`src/obj_pkg.sv`:
```
// Shared widths, pixel and object-table types for the sprite layer.
// Every RTL file of the sprite pipeline imports this package with a wildcard.

package obj_pkg;

    localparam int OBJ_COUNT_DEFAULT = 64;   // entries in the object table

    localparam int CODE_W = 12;  // tile code
    localparam int PAL_W  = 5;   // palette select
    localparam int COL_W  = 4;   // colour index inside a palette
    localparam int ROW_W  = 4;   // tile row, 16 rows per tile

    localparam int ROM_AW = CODE_W + ROW_W;   // code and row
    localparam int ROM_DW = 32;               // eight 4-bit pixels

    // colour 15 in the graphics ROM is see-through
    localparam logic [COL_W-1:0] TRANSP_COL = '1;

    typedef logic [8:0] hpos_t;   // also the line buffer address
    typedef logic [8:0] vpos_t;

    typedef struct packed {
        logic [PAL_W-1:0] pal;
        logic [COL_W-1:0] col;
    } pxl_t;

    // all ones marks an empty buffer location
    localparam pxl_t BLANK_PXL = '1;

    typedef struct packed {
        hpos_t             x;
        vpos_t             y;
        logic [CODE_W-1:0] code;
        logic [PAL_W-1:0]  pal;
    } obj_entry_t;

endpackage

```
`src/obj_table.sv`:
```
// Object attribute table. The CPU writes whole entries one at a time,
// and the line scanner reads them back with one cycle of latency.
// Contents are not cleared by reset, so unused entries need an off-screen y.

module obj_table import obj_pkg::*; #(
    parameter int OBJ_COUNT = OBJ_COUNT_DEFAULT
) (
    input                                clk,

    // CPU side
    input                                obj_we,
    input        [$clog2(OBJ_COUNT)-1:0] obj_index,
    input  obj_entry_t                   obj_din,

    // scanner side
    input        [$clog2(OBJ_COUNT)-1:0] scan_addr,
    output obj_entry_t                   entry
);

    obj_entry_t mem [OBJ_COUNT];

    always_ff @(posedge clk) begin
        if (obj_we) begin
            mem[obj_index] <= obj_din;
        end
        entry <= mem[scan_addr];   // old data on a same-cycle write
    end

endmodule

```
`config.mk`:
```
export PLATFORM = sky130hd
export DESIGN_NAME = obj_table
export DESIGN_NICKNAME = d
export VERILOG_FILES = /design/src/obj_pkg.sv /design/src/obj_table.sv
export SDC_FILE = /design/constraint.sdc
export NUM_CORES = 2
export LEC_CHECK = 0
export BUFFER_PORTS_ARGS = -buffer_cell sky130_fd_sc_hd__clkbuf_2
export CAP_MARGIN = 40
export CELL_PAD_IN_SITES_DETAIL_PLACEMENT = 0
export CELL_PAD_IN_SITES_GLOBAL_PLACEMENT = 1
export CORE_MARGIN = 1
export CORE_UTILIZATION = 45
export CTS_BUF_LIST = sky130_fd_sc_hd__clkbuf_4 sky130_fd_sc_hd__clkbuf_8
export CTS_CLUSTER_DIAMETER = 150
export CTS_CLUSTER_SIZE = 8
export DETAILED_ROUTE_END_ITERATION = 16
export PLACE_DENSITY_LB_ADDON = 0.15
export REMOVE_ABC_BUFFERS = 1
export SLEW_MARGIN = 20
export SYNTH_ARGS = -nofsm -noshare
export SYNTH_HDL_FRONTEND = slang
export SYNTH_SLANG_ARGS = --single-unit
```
`constraint.sdc`:
```
create_clock -name clk -period 8.96 [get_ports clk]
set_input_delay 1.344 -clock clk [delete_from_list [all_inputs] [get_ports clk]]
set_output_delay 1.344 -clock clk [all_outputs]
set_load 0.02 [all_outputs]
```
==> metrics <==
layout cell share with drive strength beyond 1=0.3141; CTS tree=yes; fin area=approximately 97000 µm²; hold_sp=obj_din[29]; PnR worst setup slack=around 5000 ps; slew of the pin with the lowest slew margin=approximately 1100 ps; Port Buffers=83; initial DRC count=4597; first-pass GRT wire length=approximately 340 mm; Die W=~440 µm; Final Hold Fails=0; Reg2Reg Launch Point=mem[42][28]$_DFFE_PP_; initial antenna violation count=18; area share of fa/ha/maj cells after synthesis=0; RSZ-0062 raised after global routing=false; H-Tree Depth=5; wire per inst=approximately 36 µm; Min-Delay Endpoint=mem[60][29]$_DFFE_PP_; Worst EP arrival=between 4000 and 5000 ps; Initial Util=0.4531; Tcrit/Tclk final=0.4391; DP Area=a little over 90000 µm²; Mapped Cells=around 3800; Std-Cell Rows=160; GRT Util Overall=0.2556; fin util=0.5117; Synth Warn #=0; area grow syn2layout=12.95%; Hold-fix buffers, CTS=0; clk_skew=slightly below 60 ps; drt first pass iters=5; ys async rst share=0; status=finished, final reports clean; Synth top area share=0.7806; vias post-DR=around 42000; synth cell count leaders=2240 x edfxtp_1, 486 x mux4_2, 157 x mux2i_1; Synth Area in XOR/XNOR=0; drt drc=0; Reg-to-Reg End=entry[28]$_DFF_P_; Crit Path Class=input port to register; Synth cell types=38; Post-Syn Area=86170 µm²; number of buffers created by CTS=334; Relative slew margins=0.2818; setup violators final=0; largest net degree at the start of global routing=roughly 120; post-DP HPWL=approximately 140 mm; critical path required time=about 9900 ps; Peak VDD IR=0.1161 mV; postcts setup bufs=0; vias in the first global route=43020; Clock Latency Late Sink=roughly 1100 ps; Routed Antenna Nets=0; hold path depth=2; Startpoint Class=input port; sequential area share after synthesis=0.7888; core area=~190000 µm²; clock sinks=approximately 2300; setup TNS=0 ps; simple-gate share of the synthesized area=0.01995; CTS Root Cell=clkbuf_8; #FFs+latches synth=between 2000 and 2500; most common cell in the netlist=edfxtp_1; pre-CTS setup slack=just over 4000 ps; final-stage net count=~4300; Die H=439.6 µm; post-synthesis compound-gate area fraction=0.02453; Pins Over Slew Limit=0; I/O pin count=84; Worst Setup SP=scan_addr[2]; hold_ws=approximately 800 ps; post-CTS sizing=0; Avg Vias per Cell=just over 6; CTS clk-pin slew, worst paths=60 ps; post-synthesis mux area share=0.1538; FF-to-FF setup slack=6860 ps; Max Fclk=about 0.25 GHz; Die ar.=roughly 190000 µm²; Period minus WS final=just under 4000 ps; Worst R2R Path Depth=5; EDFF count, synth=2240; max cap viols=0; Crit Path Max Fanout=approximately 120; Fill cells=15040; Power Dens Cells=about 210 nW/µm²; crit end category=register; Hold/Removal Path Class=input port to register; standby leakage power=around 30 nW; ys flop type=edfxtp_1; Synth area leaders=edfxtp_1 78%, mux4_2 13%, mux2i_1 1.8%, mux2_2 0.85%, dfxtp_1 0.81%; most area-hungry cell type in the Yosys netlist=edfxtp_1; global route total overflow=0; Bufs on Longest Clock Path=4; GPL Wtd Cong=~0.78; largest family of logic cells by synthesized area=multiplexers; final WL=about 250 mm; Synth Area per Inst=around 22 µm²
## layout make-up
class / instances / area, µm² / area share
Antenna cell: 10 / 25.02 / 0.0002571
Clock buffer: 459 / 5579 / 0.05733
Clock inverter: 5 / 60.06 / 0.0006171
Inverter: 1 / 3.754 / 0.00003857
Multi-Input combinational cell: 1340 / 17600 / 0.1809
Sequential cell: 2275 / 67970 / 0.6984
Tap cell: 2511 / 3142 / 0.03228
Timing Repair Buffer: 272 / 2943 / 0.03024
## worst max path at each step
| stage | to | slack, ps | cells after the start |
|---|---|---|---|
| after floorplan | mem[48][0]$_DFFE_PP_ | 4400 | 3 |
| after global placement | entry[13]$_DFF_P_ | 4100 | 8 |
| after detailed placement | entry[13]$_DFF_P_ | 4090 | 8 |
| after CTS | entry[9]$_DFF_P_ | 5220 | 7 |
| after global routing | entry[9]$_DFF_P_ | 5030 | 7 |
| final | entry[9]$_DFF_P_ | 5030 | 7 |
## cell families after synthesis
| logic type | count (synthesis) |
|---|---|
| AOI/OAI and AO/OA | 281 |
| muxes | 708 |
| DFF | 2275 |
| buffers and inverters | 220 |
| and+or+nand+nor | 351 |
## layer usage
layer	up-vias	track usage	routed length, µm
li1	17050	-	-
met1	23220	0.3597	102800
met2	1742	0.4136	119900
met3	392	0.04220	16660
met4	2	0.07174	6462
met5	-	0	13
## sequential cells by signal, indices dropped and copies added, names as in the netlist
signal and flops:
entry 35, mem 2240
## per-stage QoR
stage | instances | total power, mW
after global routing | 6868 | 21.24
after floorplan | 3616 | 12.49
after CTS | 6860 | 20.82
after detailed placement | 6396 | 13.17
final | 6873 | 20.65
after global placement | 6341 | 13.14
## power breakdown
part           internal [mW]  switching, mW
logic                  0.396          0.706
clock network           3.96           3.76
registers               11.8         0.0431
total                   16.1           4.51
## cells in the final DEF, fill, tap and decap left out, types with 4 or more instances in the layout
| cell type | n |
|---|---|
| nand2b_1 | 8 |
| clkbuf_2 | 74 |
| o211a_1 | 7 |
| clkinvlp_4 | 4 |
| nor2b_1 | 19 |
| nand3_1 | 66 |
| a22oi_1 | 54 |
| a221o_1 | 32 |
| a21oi_1 | 9 |
| a211o_1 | 6 |
| buf_6 | 4 |
| nor3_1 | 7 |
| nor2_4 | 64 |
| o21ai_0 | 8 |
| and3_1 | 13 |
| buf_16 | 34 |
| dfxtp_1 | 35 |
| a211oi_1 | 14 |
| or4b_1 | 4 |
| clkbuf_4 | 122 |
| mux4_2 | 486 |
| buf_12 | 29 |
| o22ai_1 | 87 |
| diode_2 | 10 |
| o221ai_1 | 51 |
| buf_4 | 122 |
| nor2_1 | 25 |
| nand4_1 | 49 |
| clkbuf_8 | 341 |
| mux2_2 | 65 |
| buf_8 | 4 |
| a31oi_1 | 12 |
| mux2i_1 | 157 |
| nand2_1 | 74 |
| edfxtp_1 | 2240 |
## worst max-delay path: stages
cell and delay, ps:
buf_8 390, buf_4 560, buf_12 490, nand2b_1 600
o221ai_1 260, o22ai_1 510, and3_1 240
Note: power is estimated with default switching activity, not from simulation.
