$ cat config.mk
export PLATFORM = sky130hd
export DESIGN_NAME = obj_scan_flat
export DESIGN_NICKNAME = d
export VERILOG_FILES = /design/src/obj_pkg.sv /design/src/obj_draw_if.sv /design/src/obj_scan.sv /design/src/flat_wrapper.sv
export SDC_FILE = /design/constraint.sdc
export NUM_CORES = 1
export LEC_CHECK = 0
export BUFFER_PORTS_ARGS = -buffer_cell sky130_fd_sc_hd__clkbuf_2
export CAP_MARGIN = 10
export CORE_MARGIN = 2
export CORE_UTILIZATION = 51
export CTS_CLUSTER_DIAMETER = 100
export DETAILED_ROUTE_END_ITERATION = 8
export PLACE_DENSITY_LB_ADDON = 0.05
export SYNTH_ARGS = -nofsm -noshare
export SYNTH_HDL_FRONTEND = slang
export SYNTH_SLANG_ARGS = --single-unit
$ cat constraint.sdc
create_clock -name clk -period 10.4 [get_ports clk]
set_input_delay 1.04 -clock clk [delete_from_list [all_inputs] [get_ports clk]]
set_output_delay 1.04 -clock clk [all_outputs]
set_load 0.01 [all_outputs]
$ cat src/obj_pkg.sv
// Shared widths, pixel and object-table types for the sprite layer.
// Every RTL file of the sprite pipeline imports this package with a wildcard.

package obj_pkg;

    localparam int OBJ_COUNT_DEFAULT = 64;   // entries in the object table

    localparam int CODE_W = 12;  // tile code
    localparam int PAL_W  = 5;   // palette select
    localparam int COL_W  = 4;   // colour index inside a palette
    localparam int ROW_W  = 4;   // tile row, 16 rows per tile

    localparam int ROM_AW = CODE_W + ROW_W;   // code and row
    localparam int ROM_DW = 32;               // eight 4-bit pixels

    // colour 15 in the graphics ROM is see-through
    localparam logic [COL_W-1:0] TRANSP_COL = '1;

    typedef logic [8:0] hpos_t;   // also the line buffer address
    typedef logic [8:0] vpos_t;

    typedef struct packed {
        logic [PAL_W-1:0] pal;
        logic [COL_W-1:0] col;
    } pxl_t;

    // all ones marks an empty buffer location
    localparam pxl_t BLANK_PXL = '1;

    typedef struct packed {
        hpos_t             x;
        vpos_t             y;
        logic [CODE_W-1:0] code;
        logic [PAL_W-1:0]  pal;
    } obj_entry_t;

endpackage

$ cat src/obj_draw_if.sv
// One drawing job, passed from the table scanner to the tile drawer.
// start is a single-cycle strobe, valid only while idle is high. The job
// fields stay put from start until idle comes back.

interface obj_draw_if import obj_pkg::*; ();

    logic              start;
    logic              idle;     // drawer is free
    logic [CODE_W-1:0] code;
    logic [ROW_W-1:0]  row;      // tile row for this line
    logic [PAL_W-1:0]  palette;
    hpos_t             hpos;     // leftmost screen column

    modport producer (
        output start, code, row, palette, hpos,
        input  idle
    );

    modport consumer (
        input  start, code, row, palette, hpos,
        output idle
    );

endinterface

$ cat src/obj_scan.sv
// Line scanner. After each line_start it walks the whole object table,
// two cycles per entry, and hands every object crossing vrender to the
// drawer. Table order is drawing order, so higher indices end up on top.

module obj_scan import obj_pkg::*; #(
    parameter int OBJ_COUNT = OBJ_COUNT_DEFAULT
) (
    input                                clk,
    input                                reset,
    input                                line_start,
    input  vpos_t                        vrender,   // line being built

    // table read port
    output       [$clog2(OBJ_COUNT)-1:0] scan_addr,
    input  obj_entry_t                   entry,

    obj_draw_if.producer                 dr
);

    localparam int AW = $clog2(OBJ_COUNT);

    typedef enum logic [1:0] {
        S_DONE,
        S_FETCH,   // address out, entry arrives next cycle
        S_TEST
    } state_t;

    state_t        state;
    logic [AW-1:0] idx;
    vpos_t         vline;
    vpos_t         dy;
    logic          visible;
    logic          launch;

    assign scan_addr = idx;

    // wraps modulo 512, so objects near y=511 reach the top rows
    assign dy      = vline - entry.y;
    assign visible = dy[8:ROW_W] == '0;
    assign launch  = state == S_TEST && visible && dr.idle;

    always_ff @(posedge clk) begin
        if (reset) begin
            state    <= S_DONE;
            idx      <= '0;
            dr.start <= 1'b0;
        end else begin
            dr.start <= 1'b0;
            if (line_start) begin   // also cuts short an unfinished walk
                idx   <= '0;
                state <= S_FETCH;
            end else begin
                case (state)
                    S_FETCH: state <= S_TEST;
                    S_TEST: begin
                        if (!visible || dr.idle) begin   // otherwise hold the entry
                            dr.start <= visible;
                            if (idx == AW'(OBJ_COUNT - 1)) begin
                                state <= S_DONE;
                            end else begin
                                idx   <= idx + 1'b1;
                                state <= S_FETCH;
                            end
                        end
                    end
                    default: ;
                endcase
            end
        end
    end

    // job fields, held until the next launch
    always_ff @(posedge clk) begin
        if (line_start) begin
            vline <= vrender;
        end
        if (launch) begin
            dr.code    <= entry.code;
            dr.row     <= dy[ROW_W-1:0];
            dr.palette <= entry.pal;
            dr.hpos    <= entry.x;
        end
    end

endmodule

$ cat src/flat_wrapper.sv
// flat-port wrapper written by rule: the top's interface ports become plain ports
module obj_scan_flat import obj_pkg::*;
#(
    parameter int OBJ_COUNT = OBJ_COUNT_DEFAULT
)
  (clk, reset, line_start, vrender, scan_addr, entry, dr_start, dr_code, dr_row, dr_palette, dr_hpos, dr_idle);
  obj_draw_if dr_i ();
  input clk;
  input reset;
  input line_start;
  input  vpos_t vrender;
  output       [$clog2(OBJ_COUNT)-1:0] scan_addr;
  input  obj_entry_t entry;
  output wire logic [$bits(dr_i.start)-1:0] dr_start;
  output wire logic [$bits(dr_i.code)-1:0] dr_code;
  output wire logic [$bits(dr_i.row)-1:0] dr_row;
  output wire logic [$bits(dr_i.palette)-1:0] dr_palette;
  output wire logic [$bits(dr_i.hpos)-1:0] dr_hpos;
  input wire logic [$bits(dr_i.idle)-1:0] dr_idle;
  assign dr_start = dr_i.start;
  assign dr_code = dr_i.code;
  assign dr_row = dr_i.row;
  assign dr_palette = dr_i.palette;
  assign dr_hpos = dr_i.hpos;
  assign dr_i.idle = dr_idle;
  obj_scan #(.OBJ_COUNT(OBJ_COUNT)) u_core (.clk(clk), .reset(reset), .line_start(line_start), .vrender(vrender), .scan_addr(scan_addr), .entry(entry), .dr(dr_i));
endmodule
==> results of run 1 <==
[cell usage after synthesis]
cell type / count / area share [%]
nand2b_1: 3 / 0.92
a21oi_2: 5 / 2.2
a311oi_2: 1 / 0.74
buf_6: 1 / 0.55
o211ai_1: 1 / 0.37
nand4b_1: 2 / 0.86
and3_1: 2 / 0.62
edfxtp_1: 39 / 58
nor4_2: 1 / 0.62
o21ai_1: 3 / 0.74
a21oi_1: 8 / 2.0
ha_1: 9 / 5.5
fa_1: 1 / 0.98
xnor2_1: 5 / 2.2
mux2_2: 1 / 0.55
o21ai_2: 1 / 0.43
a31oi_1: 1 / 0.31
a311oi_1: 1 / 0.43
o21a_1: 2 / 0.74
nand2_1: 8 / 1.5
a41o_1: 1 / 0.49
buf_1: 1 / 0.18
or2_2: 1 / 0.31
a21o_1: 1 / 0.37
and2_1: 1 / 0.31
inv_1: 17 / 3.1
dfxtp_1: 9 / 8.9
or2b_1: 1 / 0.37
nor4b_4: 1 / 1.2
o32ai_2: 1 / 0.80
nor2_1: 12 / 2.2
a31o_1: 2 / 0.86
nand3_1: 2 / 0.49
nor3_1: 1 / 0.25
xor2_1: 1 / 0.43
[layout make-up]
| cell class | count | area [µm²] | area share (%) |
|---|---|---|---|
| clock buffers | 5 | 68.8 | 2.66 |
| clock inverters | 2 | 12.5 | 0.484 |
| inverters | 17 | 63.8 | 2.47 |
| multi-input cells | 80 | 603 | 23.3 |
| flip-flops and latches | 48 | 1350 | 52.2 |
| well taps | 48 | 60.1 | 2.32 |
| repair buffers | 85 | 428 | 16.5 |
[metal layers]
layer  track usage, %  up-vias  wire (µm)
li1                 -      707          -
met1             19.4      652       1410
met2             32.3       57       1990
met3             7.17        2        343
met4             5.10        0         21
met5                0        -          0
[final timing paths]
check	slack, ps	cells past startpoint	to
worst max-delay path	7070	10	u_core.dr.code[0]
worst min-delay path	500	2	u_core.scan_addr[1]
worst max register to register	7550	10	u_core.dr.code[0]
worst min register to register	500	2	u_core.scan_addr[1]
[critical path, cell delays in order]
cell      delay [ps]
clkbuf_2          80
ha_1             210
fa_1             400
nand2b_1         170
a21oi_2          180
a21oi_2           80
xnor2_1          160
nor4_2           330
nor4b_4          240
buf_4            390
[flip-flops by register name (all words and copies together), names as in the netlist]
| name | flops |
|---|---|
| u_core.dr.palette | 5 |
| u_core.state | 2 |
| u_core.scan_addr | 6 |
| u_core.dr.code | 12 |
| u_core.dr.row | 4 |
| u_core.dr.hpos | 9 |
| u_core.dr.start | 1 |
| u_core.vline | 9 |
[report_power, final]
group | leakage, nW | internal (mW) | switching (mW) | total, mW
clock network | 0.0400 | 0.0455 | 0.0563 | 0.102
logic | 0.654 | 0.0218 | 0.0237 | 0.0455
registers | 0.430 | 0.212 | 0.00146 | 0.213
total | 1.12 | 0.279 | 0.0815 | 0.361
[per-stage QoR]
stage,worst slack (ps),util (%),instances,power (mW),area [µm²]
6_report,7070,69.1,285,0.361,2590
3_5_place_dp,6770,66.9,278,0.263,2510
5_1_grt,6900,69.1,285,0.375,2590
4_1_cts,7060,69.1,285,0.364,2590
2_1_floorplan,6430,-,147,0.248,2030
3_3_place_gp,6820,66.9,278,0.261,2510
[cells by family (layout without fill, tap and decap cells)]
family / count (synthesis) / after routing / synth area share (%)
flops: 48 / 48 / 66.5
simple gates: 35 / 35 / 9.60
compound gates: 28 / 28 / 10.4
buf+inv: 19 / 109 / 3.88
fa+ha+maj: 10 / 10 / 6.52
xor+xnor: 6 / 6 / 2.58
mux: 1 / 1 / 0.554
==> flow_summary.ini, run 1 <==
[timing]
fin_crit_sh_pct = 32.1
tightestPinTransition_ps = 474
rsz0062_at_grt = no
finalSetupTns_ps = 0
max_slew_margin_pct = 68.4
fmax_mhz = 300
timing.final.max_slew_violations = 0
whs_ps = 498
setup_viol = 0
min_period_ps = 3330
hold_viol_final = 0
finalClockSkew_ps = 3.83

[worst_setup_path]
crit_path_end_kind = register
startpoint = entry[17]
critPathLaunchType = input port
path_class = input port to register
required_ps = 10360
r2r_start = u_core.vline[0]
path_max_fanout = 31
cp.arrival_ps = 3290

[floorplanning]
dieArea_um2 = 4510
core_um2 = 3740
rows = 22
io_pins = 85
die_h_um = 67.1
die_w_um = 67.1
initial_utilization_pct = 54.3

[synth]
syn_area_um2 = 2030
yosys_warnings = 0
ys_seq_elements = 48
seq_area_frac_synth_pct = 66.5
synth_cell_type_count = 35
post_synth.cell_area_avg_um2 = 13.8
netlist_instances = 147
syn_nets = 205

[grt]
track_usage_pct = 17.9
grt_max_degree = 32
grt_remaining_overflow = 0
antenna_found_initial = 0
grt_pass1_vias = 1413
grt_pass1_wl_um = 5890

[cts]
clkLatencyLatePin_ps = 290
clk_pin_slew_ps = 80
cts_buffers = 5
cts_setup_buffers = 0
cts_max_level = 2
cts_max_path_buffers = 2
cts_tree = yes
ctsRootBufferMaster = clkbuf_8
clock-sinks = 48
ctsHoldBuffers = 0
cts-resized-gates = 0

[place]
numPortBuffers = 84
routabilityCongestion = 0.729
hpwlAfterDp_um = 2970

[drt]
routed_via_density = 4.98
drc = 0
drt-total-wl_um = 3760
via_count = 1418
drtIter0Drc = 60
antenna_left = 0
wl_per_cell_um = 13.2
dr.pass1.iters = 4

[cells_and_area]
fill_cells = 303
drive_above_1_share_pct = 43.9
area_delta_synth_final_pct = 27.3
final_common_cell = clkbuf_2
final_cell_mix = clkbuf_2 (84), edfxtp_1 (39), inv_1 (17)
diodes = 0
layout.nets = 295

[hold_path]
min_path_type = register to register
hp-start = u_core.scan_addr[1]

[outcome]
status = finished, final reports clean

[power_and_ir_drop]
total_leakage_power_nw = 1.12
ir_worst_vdd_uv = 111
power_density_nw_per_um2 = 139

[flow_run]
drv_cap = 0
Power figures use the tool's default switching activity.
==> inputs of run 2 (changes only) <==
ABC_AREA = 1   (was default)
CORE_UTILIZATION = 43   (was 51)
clock period = 3.06 ns   (was 10.4 ns; I/O delays follow)
==> flow_summary.ini, run 2 <==
[synth]
synth_top_area_share_pct = 55.2
async_flop_share_pct = 0
syn_nets = 249
synth_cell_type_count = 24
synth_edf_count = 39
syn_area_um2 = 2120
ys.flop_type = edfxtp_1
seq_area_frac_synth_pct = 63.6
netlist_instances = 191
post_synth.cell_area_avg_um2 = 11.1
synth_largest_area_cell = edfxtp_1
synth_common_cells = nand2_1 (47), edfxtp_1 (39), inv_1 (33)
yosys_warnings = 0
synthTopCellsByArea = edfxtp_1 (55%), dfxtp_1 (8.5%), nand2_1 (8.3%), inv_1 (5.8%), ha_1 (5.3%)
yosysMostFrequentCell = nand2_1
ys_seq_elements = 48

[timing]
whs_ps = 162
finalClockSkew_ps = 7.22
timing.final.max_slew_violations = 0
fin_crit_sh_pct = 82.9
finalWorstSetupSlack_ps = 524
fmax_mhz = 394
finalSetupTns_ps = 0
min_period_ps = 2540
max_slew_margin_pct = 75.5
rsz0062_at_grt = no
tightestPinTransition_ps = 367
setup_viol = 0
hold_viol_final = 0

[cells_and_area]
finish.utilization_pct = 57.4
layout.nets = 340
largest_register_ffs = 12
fill_cells = 455
largest-register = u_core.dr.code
final_cell_mix = clkbuf_2 (84), nand2_1 (47), edfxtp_1 (39)
stdcell_count = 350
fin_area_um2 = 2730
final_common_cell = clkbuf_2
drive_above_1_share_pct = 39.2
reg.largest.list = u_core.dr.code x12, u_core.dr.hpos x9, u_core.vline x9
area_delta_synth_final_pct = 28.5
diodes = 0

[grt]
antenna_found_initial = 0
grt_remaining_overflow = 0
grt_pass1_wl_um = 5820
grt_max_degree = 31
track_usage_pct = 14.1
grt_pass1_vias = 1374

[floorplanning]
io_pins = 85
dieArea_um2 = 5520
rows = 25
core_um2 = 4750
initial_utilization_pct = 44.7
die_w_um = 74.3
die_h_um = 74.3

[drt]
drt-total-wl_um = 3710
routed_via_density = 4.33
antenna_left = 0
dr_wl_met3_um = 264
wl_met2_um = 1730
top_layer = met4
via_count = 1515
drt-met1-wl_um = 1640
dr.pass1.iters = 4
drc = 0
wl_per_cell_um = 10.6
drtIter0Drc = 85

[cts]
clk_pin_slew_ps = 90
clock-sinks = 48
cts_max_path_buffers = 2
cts_buffers = 5
cts_max_level = 2
ctsRootBufferMaster = clkbuf_8
ctsHoldBuffers = 0
cts_setup_buffers = 0
clkLatencyLatePin_ps = 290
cts-resized-gates = 0
cts_tree = yes

[worst_setup_path]
critPathLaunchType = register
rr_worst_depth = 13
cp-endpoint = u_core.dr.palette[4]
crit_path_end_kind = register
r2r_start = u_core.vline[0]
path_class = register to register
startpoint = u_core.vline[0]
path_max_fanout = 30
cp.arrival_ps = 2490
rrSetupSlack_ps = 520
reg2reg_to = u_core.dr.palette[4]
required_ps = 3020

[power_and_ir_drop]
power_density_nw_per_um2 = 456
total_leakage_power_nw = 1.28
total_power_mw = 1.25
ir_worst_vdd_uv = 193

[outcome]
status = finished, final reports clean

[flow_run]
drv_cap = 0

[place]
hpwlAfterDp_um = 2910
routabilityCongestion = 0.761
dp_cells = 342
detailed_place.area_um2 = 2640
numPortBuffers = 84
dp_slack_ps = 446

[hold_path]
min_path_type = input port to register
[run 2: logic make-up (layout without fill, tap and decap cells)]
logic type | Yosys count | after routing | share of synthesized area [%]
simple gates | 80 | 80 | 17.4
compound gates | 11 | 11 | 3.65
flops | 48 | 48 | 63.6
buf+inv | 35 | 127 | 6.19
fa+ha+maj | 10 | 10 | 6.25
xor+xnor | 7 | 7 | 2.89
[run 2: how the worst min path moves through the flow]
stage | from | to | slack, ps | depth (start not counted)
2_1_floorplan | reset | u_core.state[0] | 380 | 1
3_5_place_dp | reset | u_core.state[0] | 480 | 2
5_1_grt | entry[30] | u_core.dr.hpos[4] | 170 | 1
4_1_cts | reset | u_core.state[0] | 150 | 2
6_report | reset | u_core.state[0] | 160 | 2
3_3_place_gp | reset | u_core.state[0] | 470 | 2
[run 2: final cells by class]
type,instances,area (µm²),share of cell area [%]
Inverter,34,128,4.68
Clock inverter,3,17.5,0.642
Tap cell,67,83.8,3.07
Multi-Input combinational cell,108,652,23.9
Clock buffer,5,68.8,2.52
Timing Repair Buffer,85,428,15.7
Sequential cell,48,1350,49.5
[run 2: routing by layer]
layer | up-vias | global-route usage (%)
met5 | - | 0
met2 | 57 | 24.5
met3 | 9 | 3.66
met4 | 0 | 5.36
met1 | 648 | 16.7
li1 | 801 | -
[run 2: report_power, final]
part | internal [mW] | switching, mW
Clock | 0.160 | 0.202
Sequential | 0.720 | 0.00445
Combinational | 0.0716 | 0.0879
Total | 0.951 | 0.294
[run 2: critical path, stage by stage, from the launching register on]
cell and delay, ps:
edfxtp_1 330, inv_1 40, ha_1 200, fa_1 400
inv_1 70, nand2_1 40, nand2_1 120, nand3_1 110
nand3_1 100, nand3_2 80, nor2_2 120, nand2_1 110
nor3_4 110, buf_4 360
