`src/obj_pkg.sv`:
```
// Shared widths, pixel and object-table types for the sprite layer.
// Every RTL file of the sprite pipeline imports this package with a wildcard.

package obj_pkg;

    localparam int OBJ_COUNT_DEFAULT = 64;   // entries in the object table

    localparam int CODE_W = 12;  // tile code
    localparam int PAL_W  = 5;   // palette select
    localparam int COL_W  = 4;   // colour index inside a palette
    localparam int ROW_W  = 4;   // tile row, 16 rows per tile

    localparam int ROM_AW = CODE_W + ROW_W;   // code and row
    localparam int ROM_DW = 32;               // eight 4-bit pixels

    // colour 15 in the graphics ROM is see-through
    localparam logic [COL_W-1:0] TRANSP_COL = '1;

    typedef logic [8:0] hpos_t;   // also the line buffer address
    typedef logic [8:0] vpos_t;

    typedef struct packed {
        logic [PAL_W-1:0] pal;
        logic [COL_W-1:0] col;
    } pxl_t;

    // all ones marks an empty buffer location
    localparam pxl_t BLANK_PXL = '1;

    typedef struct packed {
        hpos_t             x;
        vpos_t             y;
        logic [CODE_W-1:0] code;
        logic [PAL_W-1:0]  pal;
    } obj_entry_t;

endpackage

```
`src/obj_draw_if.sv`:
```
// One drawing job, passed from the table scanner to the tile drawer.
// start is a single-cycle strobe, valid only while idle is high. The job
// fields stay put from start until idle comes back.

interface obj_draw_if import obj_pkg::*; ();

    logic              start;
    logic              idle;     // drawer is free
    logic [CODE_W-1:0] code;
    logic [ROW_W-1:0]  row;      // tile row for this line
    logic [PAL_W-1:0]  palette;
    hpos_t             hpos;     // leftmost screen column

    modport producer (
        output start, code, row, palette, hpos,
        input  idle
    );

    modport consumer (
        input  start, code, row, palette, hpos,
        output idle
    );

endinterface

```
`src/obj_draw.sv`:
```
// Tile drawer. For each job it reads the two 8-pixel halves of one tile
// row from the graphics ROM, using the rom_cs/rom_ok level handshake,
// then writes the opaque pixels of each half into the line buffer,
// one per cycle. rom_cs is low while the pixels of a half go out.

module obj_draw import obj_pkg::*; (
    input                     clk,
    input                     reset,

    obj_draw_if.consumer      dr,

    // graphics ROM
    output       [ROM_AW-1:0] rom_addr,
    output                    rom_half,
    output logic              rom_cs,
    input        [ROM_DW-1:0] rom_data,
    input                     rom_ok,

    // line buffer
    output logic              buf_wr,
    output hpos_t             buf_addr,
    output pxl_t              buf_data
);

    typedef enum logic [1:0] {
        S_IDLE,
        S_FETCH,   // rom_cs high, waiting for rom_ok
        S_PIXEL
    } state_t;

    state_t            state;
    logic              half;
    logic [2:0]        cnt;     // nibble within the half
    logic [ROM_DW-1:0] pix;     // current nibble sits at the bottom

    // code and row are held by the scanner for the whole job
    assign rom_addr = {dr.code, dr.row};
    assign rom_half = half;

    always_ff @(posedge clk) begin
        if (reset) begin
            state   <= S_IDLE;
            dr.idle <= 1'b1;
            rom_cs  <= 1'b0;
            buf_wr  <= 1'b0;
            half    <= 1'b0;
            cnt     <= '0;
        end else begin
            buf_wr <= 1'b0;
            case (state)
                S_IDLE: begin
                    if (dr.start) begin
                        dr.idle <= 1'b0;
                        half    <= 1'b0;
                        rom_cs  <= 1'b1;
                        state   <= S_FETCH;
                    end
                end
                S_FETCH: begin
                    if (rom_ok) begin
                        rom_cs <= 1'b0;
                        cnt    <= '0;
                        state  <= S_PIXEL;
                    end
                end
                S_PIXEL: begin
                    buf_wr <= pix[COL_W-1:0] != TRANSP_COL;
                    cnt    <= cnt + 1'b1;
                    if (cnt == 3'd7) begin
                        if (!half) begin   // second half, new request
                            half   <= 1'b1;
                            rom_cs <= 1'b1;
                            state  <= S_FETCH;
                        end else begin
                            dr.idle <= 1'b1;
                            state   <= S_IDLE;
                        end
                    end
                end
                default: state <= S_IDLE;
            endcase
        end
    end

    always_ff @(posedge clk) begin
        if (state == S_FETCH && rom_ok) begin
            pix <= rom_data;
        end else if (state == S_PIXEL) begin
            pix <= pix >> COL_W;   // lowest nibble is leftmost
        end
        buf_addr <= dr.hpos + hpos_t'({half, cnt});   // wraps past 511
        buf_data <= '{pal: dr.palette, col: pix[COL_W-1:0]};
    end

endmodule

```
`src/flat_wrapper.sv`:
```
// flat-port wrapper written by rule: the top's interface ports become plain ports
module obj_draw_flat import obj_pkg::*;
  (clk, reset, rom_addr, rom_half, rom_cs, rom_data, rom_ok, buf_wr, buf_addr, buf_data, dr_start, dr_code, dr_row, dr_palette, dr_hpos, dr_idle);
  obj_draw_if dr_i ();
  input clk;
  input reset;
  output       [ROM_AW-1:0] rom_addr;
  output rom_half;
  output logic rom_cs;
  input        [ROM_DW-1:0] rom_data;
  input rom_ok;
  output logic buf_wr;
  output hpos_t buf_addr;
  output pxl_t buf_data;
  input wire logic [$bits(dr_i.start)-1:0] dr_start;
  input wire logic [$bits(dr_i.code)-1:0] dr_code;
  input wire logic [$bits(dr_i.row)-1:0] dr_row;
  input wire logic [$bits(dr_i.palette)-1:0] dr_palette;
  input wire logic [$bits(dr_i.hpos)-1:0] dr_hpos;
  output wire logic [$bits(dr_i.idle)-1:0] dr_idle;
  assign dr_i.start = dr_start;
  assign dr_i.code = dr_code;
  assign dr_i.row = dr_row;
  assign dr_i.palette = dr_palette;
  assign dr_i.hpos = dr_hpos;
  assign dr_idle = dr_i.idle;
  obj_draw u_core (.clk(clk), .reset(reset), .dr(dr_i), .rom_addr(rom_addr), .rom_half(rom_half), .rom_cs(rom_cs), .rom_data(rom_data), .rom_ok(rom_ok), .buf_wr(buf_wr), .buf_addr(buf_addr), .buf_data(buf_data));
endmodule
```
`config.mk`:
```
export PLATFORM = sky130hd
export DESIGN_NAME = obj_draw_flat
export DESIGN_NICKNAME = d
export VERILOG_FILES = /design/src/obj_pkg.sv /design/src/obj_draw_if.sv /design/src/obj_draw.sv /design/src/flat_wrapper.sv
export SDC_FILE = /design/constraint.sdc
export NUM_CORES = 1
export LEC_CHECK = 0
export ABC_AREA = 0
export ABC_CLOCK_PERIOD_IN_PS = 2400
export BUFFER_PORTS_ARGS = -buffer_cell sky130_fd_sc_hd__buf_4
export CAP_MARGIN = 20
export CORE_MARGIN = 8
export CORE_UTILIZATION = 45
export CTS_BUF_LIST = sky130_fd_sc_hd__clkbuf_4
export CTS_CLUSTER_DIAMETER = 80
export DETAILED_ROUTE_END_ITERATION = 8
export PLACE_DENSITY = 0.82
export SYNTH_ARGS = -nofsm -noshare
export SYNTH_HDL_FRONTEND = slang
export SYNTH_SLANG_ARGS = --single-unit
export TNS_END_PERCENT = 5
```
`constraint.sdc`:
```
create_clock -name clk -period 2.4 [get_ports clk]
set_input_delay 0 -clock clk [delete_from_list [all_inputs] [get_ports clk]]
set_output_delay 0 -clock clk [all_outputs]
set_load 0.01 [all_outputs]
```
==> run metrics, run 1 <==
Slew Limit Fails 0; global-route usage over all layers between 10% and 20%; WL final between 5000 and 6000 um; Netlist cell types 36; RePlAce Congestion just under 0.8; routed vias around 1800; Slew headroom 73.1%; Yosys warnings 0; crit path max-delay cell type dlygate4sd3_1; max incr delay on CP 0.56 ns; post-synth top area share around 37%; worst hold path class in2out; fin crit period about 2.2 ns; die area about 8400 um2; Clock Latency Late Sink ~0.39 ns; Hold Path Sink rom_addr[0]; Leak Pwr 1.65 nW; Max clock buf depth 2; final worst path period share between 90% and 100%; crit-path cells ha_1 -> a21oi_1 -> a2bb2oi_1 -> o32ai_1 -> dlygate4sd3_1; Final Net Count between 300 and 400; vias in the first global route 1968; Async SR Flop Fraction 0%; Reg clk slew, reported paths 0.09 ns; area leader, netlist edfxtp_1; Arrival @ worst endpoint ~2.5 ns; required time of the critical path 2.68 ns; WP buf/inv 1; critical path type reg2reg; Die Ht ~90 um; first-pass detailed-route iteration total 4; # rows 27; Yosys reg bits 59; CP Launch Type flip-flop; R2R Path End u_core.buf_addr[7]; cell count of the worst reg-to-reg path 5; wire length of the first global-routing pass roughly 9700 um; VDD IR-drop max roughly 0.44 mV; Fin. Hold Viols 0; die width a little over 90 um; CTS tree done; ratio of cells with drive above 1 in the final layout between 40 and 50%; Fmax around 460 MHz; initial antenna violation count 1; per-cell routed wire length around 16 um; Initial DRC Count 79; clk sink count 59; Primary FF master, synth edfxtp_1; syn nets ~250; Antenna Violating Nets Remaining 0; EDFF count, synth 32; initial core utilization a little under half; Root Driver clkbuf_4; Reg-to-Reg Start u_core.rom_half; delay-heaviest family, CP compound AO/OA/AOI/OAI gates; max_cap viols 0; register area share after synthesis around 58%; skew final approximately 0.010 ns; status complete, no violations; Core Area between 5000 and 6000 um2; post-DP HPWL between 3000 and 4000 um; total design power 2.22 mW; CP endpoint kind flip-flop; final setup vio count 0; Total Neg Setup Slack 0 ns; Vias per Instance between 4 and 5; pwr dens approximately 600 nW/um2; synth top area cells edfxtp_1 (37%), dfxtp_1 (21%), mux2_4 (15%); Worst-Margin Slew 0.404 ns; TritonCTS buffer count 9; total global routing overflow 0; largest net degree at the start of global routing 33; Top Ports 104; Post-route DRC 0; Max FO, Critical Path 5; Mapped Area between 2000 and 3000 um2; unrepaired setup endpoints after global routing false; hold path cells 0; Area Growth Syn to Fin 43.0%; syn avg cell area 14.4 um2; Cells after Synth 180; Max H-tree Level 3; PortBufs between 70 and 80; setup bufs post-CTS 0; r2r setup slk roughly 0.21 ns; hold path start dr_row[0]
-- flip-flops by register name (all words and copies together) (netlist names) --
name	count
u_core.pix	32
u_core.buf_data	9
u_core.rom_cs	1
u_core.cnt	3
u_core.dr.idle	1
u_core.buf_wr	1
u_core.state	2
u_core.rom_half	1
u_core.buf_addr	9
-- layout make-up --
class                           instances  area, um2
Clock inverter                          4       42.5
Tap cell                               72       90.1
Fill cell                             413       1840
Antenna cell                            1       2.50
Inverter                                3       11.3
Sequential cell                        59       1500
Timing Repair Buffer                  124       1060
Clock buffer                           12       90.1
Multi-Input combinational cell         97        903
-- placed cells by master (no fill, tap or decap), types with 2 or more instances in the layout --
| cell | count |
|---|---|
| nor2_1 | 2 |
| ha_1 | 6 |
| nand2_1 | 10 |
| o21ai_0 | 2 |
| nand2b_1 | 2 |
| and2_1 | 4 |
| a21o_1 | 2 |
| mux2_2 | 3 |
| edfxtp_1 | 32 |
| buf_4 | 74 |
| inv_1 | 3 |
| clkinv_1 | 2 |
| nand3_1 | 5 |
| a21oi_1 | 11 |
| mux2_4 | 25 |
| dlygate4sd3_1 | 50 |
| dfxtp_1 | 27 |
| clkbuf_4 | 12 |
| xor2_1 | 4 |
| nand4_1 | 3 |
| xnor2_1 | 2 |
-- per-layer routing --
metal	wire (um)	up-vias	track usage, %
li1	-	871	-
met1	2440	832	15.9
met2	2810	81	24.1
met3	488	14	6.19
met4	114	0	7.11
met5	0	-	0
-- timing repair --
action / in CTS / in global routing
hold endpoints to repair: 53 / 0
hold buffers: 50 / 0
gates resized for setup: 0 / 0
-- stage by stage --
stage	std cells	utilization (%)	hold slack (ns)	setup WS, ns	area [um2]
3_5_place_dp	305	55.3	0.0000686	0.615	3060
3_3_place_gp	305	55.3	0.0000686	0.685	3060
5_1_grt	372	66.7	0.0000167	0.0873	3700
6_report	372	66.7	0.00000392	0.215	3700
4_1_cts	371	66.7	0.0000686	0.248	3690
2_1_floorplan	180	-	0.0277	0.541	2580
-- worst max-delay path by stage --
stage | slack, ns | depth (start not counted) | start | end
after floorplan | 0.54 | 4 | u_core.state[1] | u_core.pix[0]
after global placement | 0.69 | 3 | u_core.state[1] | u_core.pix[25]
after detailed placement | 0.61 | 3 | u_core.state[1] | u_core.pix[26]
after CTS | 0.25 | 5 | u_core.rom_half | u_core.buf_addr[7]
after global routing | 0.09 | 5 | u_core.rom_half | u_core.buf_addr[7]
final | 0.21 | 5 | u_core.rom_half | u_core.buf_addr[7]
-- cell usage after synthesis (all sizes together), types with 2 or more instances --
cell type	number
mux2	28
nor2	2
edfxtp	32
a21oi	11
xnor2	2
xor2	4
nand4	3
ha	6
and2b	2
nand3	5
nand2	10
o21ai	2
buf	21
and2	4
dfxtp	27
inv	3
nand2b	2
a21o	2
-- where the power goes --
part           internal (mW)  switching, mW  total, mW
Sequential              1.15         0.0270       1.18
Clock                  0.345          0.337      0.682
Combinational          0.228          0.134      0.362
-- kinds of logic after synthesis --
group           synth area share [%]
flops                           58.1
simple gates                    7.84
compound gates                  5.57
mux                             15.8
fa+ha+maj                       3.68
xor+xnor                        2.03
buf+inv                         6.97
(Power assumes the default switching activity.)
==> run 2: changes to the inputs <==
CELL_PAD_IN_SITES_DETAIL_PLACEMENT = 0   (was unset)
CELL_PAD_IN_SITES_GLOBAL_PLACEMENT = 2   (was unset)
CORE_UTILIZATION = 32   (was 45)
PLACE_DENSITY = 0.89   (was 0.82)
RECOVER_POWER = 25   (was unset)
==> run 2 against run 1 <==
Register-to-register slack gained 0.13 ns. Die area increased by 33%. Power grew 4.5%.
==> run metrics, run 2 (synthesis results as in run 1) <==
Initial DRC Count 37; # rows 32; TritonCTS buffer count 9; required time of the critical path between 2 and 3 ns; Top reg by flops u_core.pix; final worst path period share 85.6%; max reg flops 32; footprint of the multi-input gates 903 um2; crit-path cells ha_1 -> a21oi_1 -> a2bb2oi_1 -> o32ai_1 -> dlygate4sd3_1; vias in the first global route a little over 2000; Leak Pwr 1.64 nW; delay-heaviest family, CP compound AO/OA/AOI/OAI gates; post-DP HPWL roughly 3800 um; clk sink count 59; Vias per Instance roughly 4.3; Root Driver clkbuf_4; routed vias between 1500 and 2000; per-cell routed wire length roughly 14 um; ratio of cells with drive above 1 in the final layout approximately 39%; Max clock buf depth 2; die area between 10000 and 15000 um2; # fillers slightly above 700; Max H-tree Level 3; max_cap viols 0; Fin. Hold Viols 0; initial antenna violation count 1; WP buf/inv 1; CP Launch Type flip-flop; worst hold path class in2out; unrepaired setup endpoints after global routing false; fin crit period approximately 2.1 ns; first-pass detailed-route iteration total 4; Top Ports around 100; WL final 5520 um; Arrival @ worst endpoint between 2 and 2.5 ns; Slew headroom roughly three quarters; status complete, no violations; Die Ht about 110 um; commonest non-fill, non-tap cell in the layout buf_4; post-CTS sizing 0; Slew Limit Fails 0; Post-route DRC 0; Max FO, Critical Path 5; biggest regs u_core.pix x32, u_core.buf_addr x9, u_core.buf_data x9; Clock Latency Late Sink approximately 0.38 ns; max incr delay on CP between 0.5 and 0.6 ns; total design power 2.32 mW; RePlAce Congestion between 0.7 and 0.8; critical path type reg2reg; initial core utilization between 30% and 40%; setup bufs post-CTS 0; crit path max-delay cell type dlygate4sd3_1; VDD IR-drop max 0.307 mV; final setup vio count 0; Fmax slightly below 500 MHz; CP endpoint kind flip-flop; Worst-Margin Slew roughly 0.4 ns; Core Area 7770 um2; Area Growth Syn to Fin 44.6%; Antenna Violating Nets Remaining 0; CTS tree done; pwr dens between 600 and 700 nW/um2; global-route usage over all layers approximately a tenth; wire length of the first global-routing pass 9470 um; commonest cells after routing, fill and taps aside buf_4 (63), dlygate4sd3_1 (50), edfxtp_1 (32); Reg clk slew, reported paths 0.10 ns; largest net degree at the start of global routing 33; FF+latch area between 1500 and 2000 um2; Total Neg Setup Slack 0 ns; skew final between 0.01 and 0.015 ns; PortBufs 71; Final Net Count 367; total global routing overflow 0; die width about 110 um; hold bufs inserted after CTS 50
-- run 2: changes by cell type in the layout (fill, tap and decap cells not counted), sizes merged --
cell      delta
clkbuf       +8
clkinvlp     +1
inv          +1
buf         -11
bufinv       +1
-- run 2: stage by stage --
| stage | util, % | instance area [um2] | cells | setup WS [ns] | hold slack, ns |
|---|---|---|---|---|---|
| 2_1_floorplan | - | 2580 | 180 | 0.541 | 0.0277 |
| 3_3_place_gp | 39.9 | 3100 | 335 | 0.762 | 0.0000686 |
| 3_5_place_dp | 39.9 | 3100 | 335 | 0.712 | 0.0000686 |
| 4_1_cts | 48.4 | 3760 | 401 | 0.325 | 0.0000686 |
| 5_1_grt | 48.1 | 3740 | 402 | 0.209 | 0.0000160 |
| 6_report | 48.1 | 3740 | 402 | 0.345 | 0.00000389 |
-- run 2: worst register-to-register path, cell delays in order, from the launching register on --
cell,delay (ns)
dfxtp_1,0.41
ha_1,0.31
a21oi_1,0.29
a2bb2oi_1,0.28
o32ai_1,0.11
dlygate4sd3_1,0.56
-- run 2: cell type report --
type                    instances  area share [%]
multi-input cells              97            24.2
repair buffers                124            27.6
clock inverters                 7            2.44
well taps                     102            3.41
clock buffers                   9            1.81
flip-flops and latches         59            40.2
diodes                          1          0.0669
inverters                       3           0.301
-- run 2: routing by layer --
layer	vias to the layer above	track usage, %	routed length, um
li1	872	-	-
met1	801	11.6	2360
met2	58	16.9	2660
met3	10	5.36	438
met4	0	4.92	58
met5	-	0	0
-- run 2: report_power, final --
group	internal [mW]	switching [mW]
Combinational	0.222	0.129
Clock	0.421	0.374
Sequential	1.15	0.0268
Total	1.79	0.530
-- run 2: final timing paths --
| kind | startpoint | to | slack (ns) | depth (start not counted) |
|---|---|---|---|---|
| worst max-delay path | u_core.rom_half | u_core.buf_addr[7] | 0.35 | 5 |
| worst min-delay path | dr_code[2] | rom_addr[6] | 0.000004 | 0 |
| worst max register to register | u_core.rom_half | u_core.buf_addr[7] | 0.35 | 5 |
| worst min register to register | u_core.pix[2] | u_core.buf_data[2] | 0.37 | 0 |
